**config.mk**
```make
export PLATFORM = sky130hd
export DESIGN_NAME = hus_top
export DESIGN_NICKNAME = d
export VERILOG_FILES = /design/src/hw/hus_pkg.sv /design/src/hw/hus_voice_if.sv /design/src/hw/hus_mem_if.sv /design/src/hw/hus_regs.sv /design/src/hw/hus_voice.sv /design/src/hw/hus_fetch.sv /design/src/hw/hus_mixer.sv /design/src/hw/hus_top.sv
export VERILOG_INCLUDE_DIRS = /design/src /design/src/include
export SDC_FILE = /design/constraint.sdc
export NUM_CORES = 2
export LEC_CHECK = 0
export BUFFER_PORTS_ARGS = -buffer_cell sky130_fd_sc_hd__buf_2
export CORE_MARGIN = 5
export CORE_UTILIZATION = 65
export CTS_CLUSTER_DIAMETER = 80
export DETAILED_ROUTE_END_ITERATION = 8
export PLACE_DENSITY = 0.82
export SYNTH_ARGS = -nofsm -noshare
export SYNTH_HDL_FRONTEND = slang
export SYNTH_HIERARCHICAL = 1
export SYNTH_SLANG_ARGS = --single-unit
```
**constraint.sdc**
```tcl
create_clock -name clk -period 12.22 [get_ports clk]
set_clock_uncertainty 0.05 [all_clocks]
set_input_delay 0.611 -clock clk [delete_from_list [all_inputs] [get_ports clk]]
set_output_delay 0.611 -clock clk [all_outputs]
set_load 0.005 [all_outputs]
```
**src/include/hus_consts.svh**
```systemverilog
`ifndef HUS_CONSTS_SVH
`define HUS_CONSTS_SVH

// voice count and frame rate
`define HUS_CHANNELS     4
`define HUS_FRAME_CYCLES 256

// sample memory
`define HUS_ADDR_W 24   // byte address
`define HUS_MEM_W  16   // memory word
`define HUS_SMP_W  8

// register file and datapath widths
`define HUS_IDX_W  3
`define HUS_FRAC_W 8    // position fraction bits
`define HUS_STEP_W 16   // 8.8 pitch step
`define HUS_VOL_W  8
`define HUS_DAC_W  16

`endif

```
**src/hw/hus_pkg.sv**
```systemverilog
`include "hus_consts.svh"

package hus_pkg;

	// register index inside a channel, addr bits 4:2
	typedef enum logic [`HUS_IDX_W-1:0]
	{
		reg_ctrl       = 3'd0,  // active, loop enable, retrigger
		reg_start      = 3'd1,
		reg_end_addr   = 3'd2,
		reg_loop_start = 3'd3,
		reg_step       = 3'd4,
		reg_vol        = 3'd5   // left 7:0, right 15:8
	} hus_reg_e;

	// integer byte address above the fraction
	typedef logic [`HUS_ADDR_W+`HUS_FRAC_W-1:0] hus_pos_t;

	typedef enum logic [1:0]
	{
		v_idle,
		v_fetch,  // memory request outstanding
		v_ready   // done, waiting for ack
	} voice_state_e;

	typedef enum logic [1:0]
	{
		m_wait_frame,
		m_gather,  // waiting for all voices
		m_sum      // ack and frame_done cycle
	} mix_state_e;

endpackage

```
**src/hw/hus_voice_if.sv**
```systemverilog
`timescale 1ns/1ns
`include "hus_consts.svh"

interface hus_voice_if;
	// channel setup from the register file
	logic                          active;
	logic                          loop_en;
	logic                          retrig;   // one cycle
	logic [`HUS_ADDR_W-1:0]        start;
	logic [`HUS_ADDR_W-1:0]        end_addr;
	logic [`HUS_ADDR_W-1:0]        loop_start;
	logic [`HUS_STEP_W-1:0]        step;
	logic [`HUS_VOL_W-1:0]         vol_l;
	logic [`HUS_VOL_W-1:0]         vol_r;

	// voice results
	logic                          stop;     // one cycle, end reached without loop
	logic                          done;
	logic signed [`HUS_SMP_W-1:0]  sample;

	// frame handshake from the mixer
	logic                          frame;
	logic                          ack;

	modport cfg (output active, loop_en, retrig, start, end_addr, loop_start, step, vol_l, vol_r,
		input stop);
	modport voice (input active, loop_en, retrig, start, end_addr, loop_start, step, frame, ack,
		output stop, done, sample);
	modport mix (input done, sample, vol_l, vol_r, output frame, ack);
endinterface

```
**src/hw/hus_mem_if.sv**
```systemverilog
`timescale 1ns/1ns
`include "hus_consts.svh"

// one voice to the fetch arbiter
interface hus_mem_if;
	logic                   req;        // held until valid
	logic [`HUS_ADDR_W-2:0] word_addr;
	logic                   valid;      // one cycle
	logic [`HUS_MEM_W-1:0]  data;

	modport client
	(
		output req, word_addr,
		input  valid, data
	);

	modport server
	(
		input  req, word_addr,
		output valid, data
	);
endinterface

```
**src/hw/hus_regs.sv**
```systemverilog
`timescale 1ns/1ns
`include "hus_consts.svh"

module hus_regs
(
	input  logic        clk,
	input  logic        rst_n,
	input  logic [7:0]  paddr,
	input  logic        psel,
	input  logic        penable,
	input  logic        pwrite,
	input  logic [31:0] pwdata,
	output logic [31:0] prdata,
	output logic        pslverr,
	hus_voice_if.cfg    voices [`HUS_CHANNELS]
);
	import hus_pkg::*;

	localparam int CH_W = $clog2(`HUS_CHANNELS);

	logic [`HUS_CHANNELS-1:0] active;
	logic [`HUS_CHANNELS-1:0] loop_en;
	logic [`HUS_CHANNELS-1:0] retrig;
	logic [`HUS_CHANNELS-1:0] stop_v;
	logic [`HUS_ADDR_W-1:0]   start_r [`HUS_CHANNELS];
	logic [`HUS_ADDR_W-1:0]   end_r [`HUS_CHANNELS];
	logic [`HUS_ADDR_W-1:0]   loop_r [`HUS_CHANNELS];
	logic [`HUS_STEP_W-1:0]   step_r [`HUS_CHANNELS];
	logic [`HUS_VOL_W-1:0]    vol_l_r [`HUS_CHANNELS];
	logic [`HUS_VOL_W-1:0]    vol_r_r [`HUS_CHANNELS];

	logic [2:0]      ch;
	logic [CH_W-1:0] ch_sel;
	hus_reg_e        reg_idx;
	logic            mapped;
	logic            access;
	logic            wr;

	assign ch      = paddr[7:5];
	assign ch_sel  = ch[CH_W-1:0];
	assign reg_idx = hus_reg_e'(paddr[2 +: `HUS_IDX_W]);
	assign mapped  = (ch < 3'(`HUS_CHANNELS)) && (reg_idx <= reg_vol);  // 6 and 7 unmapped
	assign access  = psel && penable;
	assign wr      = access && pwrite && mapped;
	assign pslverr = access && !mapped;

	always_ff @(posedge clk)
		if (!rst_n)
		begin
			active  <= '0;
			loop_en <= '0;
			retrig  <= '0;
		end
		else
		begin
			retrig <= '0;
			active <= active & ~stop_v;  // voice ran off the end
			if (wr && reg_idx == reg_ctrl)
			begin
				active[ch_sel]  <= pwdata[0];  // host write beats stop
				loop_en[ch_sel] <= pwdata[1];
				retrig[ch_sel]  <= pwdata[2];
			end
		end

	// channel setup words
	always_ff @(posedge clk)
		if (!rst_n)
		begin
			for (int i = 0; i < `HUS_CHANNELS; i++)
			begin
				start_r[i] <= '0;
				end_r[i]   <= '0;
				loop_r[i]  <= '0;
				step_r[i]  <= '0;
				vol_l_r[i] <= '0;
				vol_r_r[i] <= '0;
			end
		end
		else if (wr)
			case (reg_idx)
				reg_start:      start_r[ch_sel] <= pwdata[`HUS_ADDR_W-1:0];
				reg_end_addr:   end_r[ch_sel]   <= pwdata[`HUS_ADDR_W-1:0];
				reg_loop_start: loop_r[ch_sel]  <= pwdata[`HUS_ADDR_W-1:0];
				reg_step:       step_r[ch_sel]  <= pwdata[`HUS_STEP_W-1:0];
				reg_vol:
				begin
					vol_l_r[ch_sel] <= pwdata[`HUS_VOL_W-1:0];
					vol_r_r[ch_sel] <= pwdata[2*`HUS_VOL_W-1:`HUS_VOL_W];
				end
				default: ;
			endcase

	always_comb
	begin
		prdata = '0;
		if (mapped)
			case (reg_idx)
				reg_ctrl:       prdata = {30'b0, loop_en[ch_sel], active[ch_sel]};  // retrig reads 0
				reg_start:      prdata = 32'(start_r[ch_sel]);
				reg_end_addr:   prdata = 32'(end_r[ch_sel]);
				reg_loop_start: prdata = 32'(loop_r[ch_sel]);
				reg_step:       prdata = 32'(step_r[ch_sel]);
				reg_vol:        prdata = 32'({vol_r_r[ch_sel], vol_l_r[ch_sel]});
				default:        prdata = '0;
			endcase
	end

	for (genvar g = 0; g < `HUS_CHANNELS; g++)
	begin : g_ch
		assign voices[g].active     = active[g];
		assign voices[g].loop_en    = loop_en[g];
		assign voices[g].retrig     = retrig[g];
		assign voices[g].start      = start_r[g];
		assign voices[g].end_addr   = end_r[g];
		assign voices[g].loop_start = loop_r[g];
		assign voices[g].step       = step_r[g];
		assign voices[g].vol_l      = vol_l_r[g];
		assign voices[g].vol_r      = vol_r_r[g];
		assign stop_v[g]            = voices[g].stop;
	end
endmodule

```
**src/hw/hus_voice.sv**
```systemverilog
`timescale 1ns/1ns
`include "hus_consts.svh"

module hus_voice
(
	input  logic       clk,
	input  logic       rst_n,
	hus_voice_if.voice vif,
	hus_mem_if.client  mem
);
	import hus_pkg::*;

	localparam int POS_W = `HUS_ADDR_W + `HUS_FRAC_W;

	voice_state_e state;
	hus_pos_t     pos;
	hus_pos_t     pos_step;
	hus_pos_t     pos_next;

	logic [`HUS_ADDR_W-1:0]       int_next;
	logic                         past_end;
	logic                         retrig_pend;
	logic                         stop_q;
	logic signed [`HUS_SMP_W-1:0] sample_q;

	assign pos_step = pos + hus_pos_t'(vif.step);
	assign int_next = pos_step[POS_W-1:`HUS_FRAC_W];
	assign past_end = int_next > vif.end_addr;

	always_comb
	begin
		pos_next = pos_step;
		if (past_end && vif.loop_en)
			pos_next = {vif.loop_start, {`HUS_FRAC_W{1'b0}}};  // loop point, fraction dropped
	end

	// word holding the current byte, bit 0 picks the lane
	assign mem.req       = (state == v_fetch);
	assign mem.word_addr = pos[POS_W-1:`HUS_FRAC_W+1];

	assign vif.done   = (state == v_ready);
	assign vif.stop   = stop_q;
	assign vif.sample = sample_q;

	always_ff @(posedge clk)
		if (!rst_n)
		begin
			state       <= v_idle;
			pos         <= '0;
			retrig_pend <= 1'b0;
			stop_q      <= 1'b0;
		end
		else
		begin
			stop_q <= 1'b0;
			case (state)
				v_idle:
					if (vif.frame)
					begin
						if (vif.active)
						begin
							if (retrig_pend)
							begin
								pos         <= {vif.start, {`HUS_FRAC_W{1'b0}}};
								retrig_pend <= 1'b0;
							end
							state <= v_fetch;
						end
						else
							state <= v_ready;  // silent voice, sample forced to 0
					end
				v_fetch:
					if (mem.valid)
					begin
						pos    <= pos_next;
						stop_q <= past_end && !vif.loop_en;
						state  <= v_ready;
					end
				v_ready:
					if (vif.ack)
						state <= v_idle;
				default:
					state <= v_idle;
			endcase
			if (vif.retrig)
				retrig_pend <= 1'b1;  // applied at next frame
		end

	always_ff @(posedge clk)
		if (state == v_idle && vif.frame && !vif.active)
			sample_q <= '0;
		else if (state == v_fetch && mem.valid)
		begin
			if (pos[`HUS_FRAC_W])  // odd byte in high lane
				sample_q <= mem.data[`HUS_MEM_W-1:`HUS_SMP_W];
			else
				sample_q <= mem.data[`HUS_SMP_W-1:0];
		end
endmodule

```
**src/hw/hus_fetch.sv**
```systemverilog
`timescale 1ns/1ns
`include "hus_consts.svh"

module hus_fetch
(
	input  logic                   clk,
	input  logic                   rst_n,
	hus_mem_if.server              clients [`HUS_CHANNELS],
	output logic [`HUS_ADDR_W-2:0] mem_addr,
	output logic                   mem_req,
	input  logic [`HUS_MEM_W-1:0]  mem_data,
	input  logic                   mem_valid
);
	localparam int CH_W = $clog2(`HUS_CHANNELS);

	logic [`HUS_CHANNELS-1:0] req_v;
	logic [`HUS_ADDR_W-2:0]   addr_v [`HUS_CHANNELS];
	logic [CH_W-1:0]          grant;
	logic [CH_W-1:0]          last;   // voice served most recently
	logic [CH_W-1:0]          pick;
	logic                     found;
	logic                     busy;

	// first requester after the last one served
	always_comb
	begin
		pick  = last;
		found = 1'b0;
		for (int i = 1; i <= `HUS_CHANNELS; i++)
			if (!found && req_v[(int'(last) + i) % `HUS_CHANNELS])
			begin
				pick  = CH_W'((int'(last) + i) % `HUS_CHANNELS);
				found = 1'b1;
			end
	end

	always_ff @(posedge clk)
		if (!rst_n)
		begin
			busy  <= 1'b0;
			grant <= '0;
			last  <= CH_W'(`HUS_CHANNELS - 1);  // voice 0 goes first
		end
		else if (!busy)
		begin
			busy  <= found;
			grant <= pick;
		end
		else if (mem_valid)
		begin
			busy <= 1'b0;
			last <= grant;
		end

	assign mem_req  = busy;
	assign mem_addr = addr_v[grant];

	for (genvar g = 0; g < `HUS_CHANNELS; g++)
	begin : g_client
		assign req_v[g]         = clients[g].req;
		assign addr_v[g]        = clients[g].word_addr;
		assign clients[g].valid = busy && mem_valid && (grant == CH_W'(g));
		assign clients[g].data  = mem_data;
	end
endmodule

```
**src/hw/hus_mixer.sv**
```systemverilog
`timescale 1ns/1ns
`include "hus_consts.svh"

module hus_mixer
(
	input  logic                  clk,
	input  logic                  rst_n,
	hus_voice_if.mix              voices [`HUS_CHANNELS],
	output logic [`HUS_DAC_W-1:0] ldac,
	output logic [`HUS_DAC_W-1:0] rdac,
	output logic                  frame_done
);
	import hus_pkg::*;

	localparam int FRAME_W = $clog2(`HUS_FRAME_CYCLES);
	localparam int SUM_W   = `HUS_DAC_W + 2;  // headroom for four voices
	localparam logic signed [SUM_W-1:0] SUM_MAX = SUM_W'((1 << (`HUS_DAC_W - 1)) - 1);
	localparam logic signed [SUM_W-1:0] SUM_MIN = -SUM_W'(1 << (`HUS_DAC_W - 1));

	mix_state_e state;

	logic [FRAME_W-1:0]           frame_cnt;
	logic                         tick;
	logic                         frame_q;
	logic                         ack_q;
	logic [`HUS_CHANNELS-1:0]     done_v;
	logic signed [`HUS_DAC_W-1:0] prod_l [`HUS_CHANNELS];
	logic signed [`HUS_DAC_W-1:0] prod_r [`HUS_CHANNELS];
	logic signed [SUM_W-1:0]      sum_l;
	logic signed [SUM_W-1:0]      sum_r;

	function automatic logic [`HUS_DAC_W-1:0] sat(input logic signed [SUM_W-1:0] s);
		if (s > SUM_MAX)
			return SUM_MAX[`HUS_DAC_W-1:0];
		else if (s < SUM_MIN)
			return SUM_MIN[`HUS_DAC_W-1:0];
		return s[`HUS_DAC_W-1:0];
	endfunction

	assign tick = (frame_cnt == FRAME_W'(`HUS_FRAME_CYCLES - 1));

	for (genvar g = 0; g < `HUS_CHANNELS; g++)
	begin : g_voice
		logic signed [`HUS_DAC_W:0] mul_l;
		logic signed [`HUS_DAC_W:0] mul_r;

		assign mul_l = $signed(voices[g].sample) * $signed({1'b0, voices[g].vol_l});
		assign mul_r = $signed(voices[g].sample) * $signed({1'b0, voices[g].vol_r});
		assign prod_l[g] = mul_l[`HUS_DAC_W-1:0];  // -128*255 still fits
		assign prod_r[g] = mul_r[`HUS_DAC_W-1:0];
		assign done_v[g] = voices[g].done;
		assign voices[g].frame = frame_q;
		assign voices[g].ack   = ack_q;
	end

	always_comb
	begin
		sum_l = '0;
		sum_r = '0;
		for (int i = 0; i < `HUS_CHANNELS; i++)
		begin
			sum_l = sum_l + SUM_W'(prod_l[i]);
			sum_r = sum_r + SUM_W'(prod_r[i]);
		end
	end

	always_ff @(posedge clk)
		if (!rst_n)
		begin
			state      <= m_wait_frame;
			frame_cnt  <= '0;
			frame_q    <= 1'b0;
			ack_q      <= 1'b0;
			frame_done <= 1'b0;
			ldac       <= '0;
			rdac       <= '0;
		end
		else
		begin
			frame_cnt  <= tick ? '0 : frame_cnt + 1'b1;
			frame_q    <= 1'b0;
			ack_q      <= 1'b0;
			frame_done <= 1'b0;
			case (state)
				m_wait_frame:
					if (tick)
					begin
						frame_q <= 1'b1;
						state   <= m_gather;
					end
				m_gather:  // ticks seen here are dropped
					if (&done_v)
					begin
						ldac       <= sat(sum_l);
						rdac       <= sat(sum_r);
						frame_done <= 1'b1;
						ack_q      <= 1'b1;
						state      <= m_sum;
					end
				m_sum:
					state <= m_wait_frame;
				default:
					state <= m_wait_frame;
			endcase
		end
endmodule

```
**src/hw/hus_top.sv**
```systemverilog
`timescale 1ns/1ns
`include "hus_consts.svh"

module hus_top
(
	input  logic                   clk,
	input  logic                   rst_n,

	// APB slave
	input  logic [7:0]             paddr,
	input  logic                   psel,
	input  logic                   penable,
	input  logic                   pwrite,
	input  logic [31:0]            pwdata,
	output logic [31:0]            prdata,
	output logic                   pslverr,

	// sample memory, word addressed
	output logic [`HUS_ADDR_W-2:0] mem_addr,
	output logic                   mem_req,
	input  logic [`HUS_MEM_W-1:0]  mem_data,
	input  logic                   mem_valid,

	// audio out
	output logic [`HUS_DAC_W-1:0]  ldac,
	output logic [`HUS_DAC_W-1:0]  rdac,
	output logic                   frame_done
);
	hus_voice_if vif [`HUS_CHANNELS] ();
	hus_mem_if   mif [`HUS_CHANNELS] ();

	hus_regs i_regs
	(
		.clk     (clk),
		.rst_n   (rst_n),
		.paddr   (paddr),
		.psel    (psel),
		.penable (penable),
		.pwrite  (pwrite),
		.pwdata  (pwdata),
		.prdata  (prdata),
		.pslverr (pslverr),
		.voices  (vif)
	);

	for (genvar g = 0; g < `HUS_CHANNELS; g++)
	begin : g_voice
		hus_voice i_voice
		(
			.clk   (clk),
			.rst_n (rst_n),
			.vif   (vif[g]),
			.mem   (mif[g])
		);
	end

	hus_fetch i_fetch
	(
		.clk       (clk),
		.rst_n     (rst_n),
		.clients   (mif),
		.mem_addr  (mem_addr),
		.mem_req   (mem_req),
		.mem_data  (mem_data),
		.mem_valid (mem_valid)
	);

	hus_mixer i_mixer
	(
		.clk        (clk),
		.rst_n      (rst_n),
		.voices     (vif),
		.ldac       (ldac),
		.rdac       (rdac),
		.frame_done (frame_done)
	);
endmodule

```
==> reports/qor.csv <==
stage,metric,value,unit
routing,drtAntennaViolNets,0,
routing,drc,0,
routing,viasPerCell,6.69,
routing,drt-wirelength-per-cell,27.7,µm
clock_tree,path_clk_slew,0.07,ns
logic_synthesis,ys_async_sr_fraction,0,
placed_design,post_dp_cell_area,59300,µm²
floorplan,die_h,311,µm
grt,grt-ovfl-total,0,
logic_synthesis,netlist_top_cells_count,"inv_1 (693), ha_1 (515), and2_1 (512)",
logic_synthesis,synthFlopType,edfxtp_1,
logic_synthesis,yosysUniqueCellTypes,99,
power,intPower,4.19,mW
clock_tree,cts_setup_buffers,0,
power,peakVddDrop,0.000147,V
grt,grt_usage,0.398,
logic_synthesis,synth_area,59000,µm²
power,p_comb_frac,0.136,
clock_tree,cts_hold_buffers,0,
clock_tree,cts_max_level,3,
power,p_sw,1.64,mW
floorplan,fp-row-count,110,
worst_setup_path,crit_type,reg2reg,
timing,final.min_clock_period,8.77,ns
worst_setup_path,required,12.74,ns
floorplan,ios,152,
power,pwr-share-clk,0.429,
logic_synthesis,yosys_warnings,6,
floorplan,core,90000,µm²
worst_setup_path,cp_max_fo,17,
clock_tree,cts-root-buf,clkbuf_16,
clock_tree,cts_tree,built,
logic_synthesis,synth.most_common_cell,inv_1,
power,p_per_area,93.9,nW/µm²
clock_tree,numClockSinks,653,
grt,antenna_found_initial,25,
timing,max-slew-margin-rel,0.138,
logic_synthesis,synth_top_area_cell,edfxtp_1,
timing,drv_slew,0,
placed_design,hpwl,145000,µm
min_path,holdCritPathClass,in2reg,
layout,fillers,6750,
power,power.share.sequential,0.435,
worst_setup_path,start_kind,register,
logic_synthesis,synth_edf_count,416,
timing,max_freq,114,MHz
timing,tns,0,ns
worst_setup_path,rrSetupSlack,3.45,ns
grt,grt_pass1_wl,291000,µm
floorplan,start_util,0.656,
floorplan,dieArea,96900,µm²
timing,period_share,0.718,
layout,regArea,17200,µm²
worst_setup_path,critical_path_arrival,9.30,ns
job,maxCapViolCount,0,
logic_synthesis,ys_seq_area_frac,0.292,
clock_tree,ctsResizeCount,0,
timing,hold_viol_final,0,
routing,first_pass_iters,9,
timing,worst_pin_slew,1.29,ns
power,p_total,5.83,mW
clock_tree,cts_buffers,76,
logic_synthesis,synthCells,6072,
grt,grt_max_degree,57,
worst_setup_path,end_kind,register,
worst_setup_path,slowest_delay,0.90,ns
grt,grt_pass1_vias,48067,
power,swShare,0.281,
logic_synthesis,avgSynthCellArea,9.72,µm²
routing,drt_iter0_drc,6473,
power,p_leak,28.2,nW
timing,holdWs,0.271,ns
timing,rsz0062_at_grt,no,
layout,final_area,62100,µm²
routing,routed_wl,199000,µm
run_status,status,finished clean,
layout,drive_above_1_share,0.101,
worst_setup_path,slowest_stage,dfxtp_1,
logic_synthesis,synthTopCellsByArea,"edfxtp_1 (21%), fa_1 (12%), ha_1 (11%)",
logic_synthesis,synth_seq_cells,653,
routing,via_count,48058,
logic_synthesis,yosysTopAreaCellShare,0.212,
layout,multi_input_area,36800,µm²
placed_design,gp_congestion,1.05,
worst_setup_path,cpMostUsedCell,fa_1,
clock_tree,clockBufferDepth,3,
timing,setup_viol,0,
clock_tree,clock_latency,0.68,ns
layout,area.growth.synth_to_final,5.18,%
placed_design,io_buffers,133,
layout,nNetsFinal,6870,
floorplan,die-width,311,µm
==> through the flow <==
step / util / worst slack, ns / std cells
after floorplan: - / 4.56 / 6079
after detailed placement: 0.659 / 3.59 / 7025
final: 0.690 / 3.45 / 7183
after global routing: 0.689 / 2.90 / 7168
after CTS: 0.689 / 3.51 / 7164
after global placement: 0.659 / 3.72 / 7025
==> cell families (layout without fill, tap and decap cells) <==
group / count (synthesis) / after routing / synth area share
AND/OR/NAND/NOR: 1976 / 1976 / 0.177
adder cells (fa/ha/maj): 881 / 881 / 0.233
XOR/XNOR: 235 / 235 / 0.0352
flip-flops: 653 / 653 / 0.292
AO/OA/AOI/OAI: 968 / 968 / 0.116
multiplexers: 235 / 235 / 0.0614
other: 1 / 27 / 0.0000635
buffers and inverters: 1123 / 1032 / 0.0858
==> power groups by stage <==
stage	clock network, mW	registers [mW]	logic, mW
2_1_floorplan	0	2.50	0.559
3_3_place_gp	0	2.56	0.746
3_5_place_dp	0	2.57	0.766
4_1_cts	2.50	2.52	0.773
5_1_grt	2.59	2.53	0.857
6_report	2.50	2.53	0.793
==> worst max-delay path: cells and delay by family (launching register included) <==
kind                     cells  cell delay [ns]
AND/OR/NAND/NOR              3             0.55
AO/OA/AOI/OAI               12             3.32
buffers and inverters        4             0.26
flip-flops                   1             0.90
adder cells (fa/ha/maj)      8             3.59
==> worst paths after layout <==
path | from | endpoint | cells past startpoint
hold reg to reg | i_mixer/rdac[2] | i_mixer/rdac[2] | 2
hold / removal | pwdata[18] | i_regs/loop_r[3][18] | 2
setup / recovery | g_voice[1].i_voice/vif.sample[4] | i_mixer/ldac[13] | 27
setup reg to reg | g_voice[1].i_voice/vif.sample[4] | i_mixer/ldac[13] | 27
==> sequential cells by signal, summed over array words and instances (netlist names), 2 cells and up <==
name / flops
i_regs/vol_l_r: 32
i_regs/active: 4
i_regs/loop_en: 4
g_voice.i_voice/vif.sample: 32
i_mixer/rdac: 16
g_voice.i_voice/vif.stop: 4
g_voice.i_voice/retrig_pend: 4
g_voice.i_voice/pos: 128
i_regs/start_r: 96
i_regs/loop_r: 96
i_fetch/last: 2
g_voice.i_voice/state: 8
i_regs/step_r: 64
i_mixer/state: 2
i_fetch/grant: 2
i_mixer/frame_cnt: 8
i_regs/retrig: 4
i_mixer/ldac: 16
i_regs/end_r: 96
i_regs/vol_r_r: 32
==> cells in the final DEF, fill, tap and decap left out, types with 67 or more instances in the layout <==
cell type  synthesis  routed
edfxtp_1         416     416
and2_1           512     512
xor2_1            68      68
o21ai_0          120     115
xnor2_1          166     166
and3_1           110     110
buf_4            182      67
fa_1             366     366
mux4_2           101     101
buf_2             52     130
nor3_1            75      75
ha_1             515     515
a211oi_1          71      71
mux2i_1          130     130
inv_1            693     693
clkbuf_16          0      77
nand2_1          418     418
nand3_1          110     110
dfxtp_1          237     236
nor2_1           416     415
a21oi_1          255     251
==> cell type report <==
| type | count | share of cell area |
|---|---|---|
| Clock buffer | 90 | 0.0323 |
| Clock inverter | 49 | 0.0111 |
| Multi-Input combinational cell | 4303 | 0.593 |
| Timing Repair Buffer | 199 | 0.0190 |
| Antenna cell | 19 | 0.000766 |
| Inverter | 694 | 0.0420 |
| Sequential cell | 653 | 0.278 |
| Tap cell | 1176 | 0.0237 |
==> routing by layer <==
layer	vias up	global-route usage	share of wire
met5	-	0	0.00043
met1	23012	0.462	0.33
met2	3506	0.609	0.43
li1	20447	-	-
met3	1079	0.132	0.14
met4	14	0.311	0.10
No activity file was read; power rests on OpenSTA's default activity.
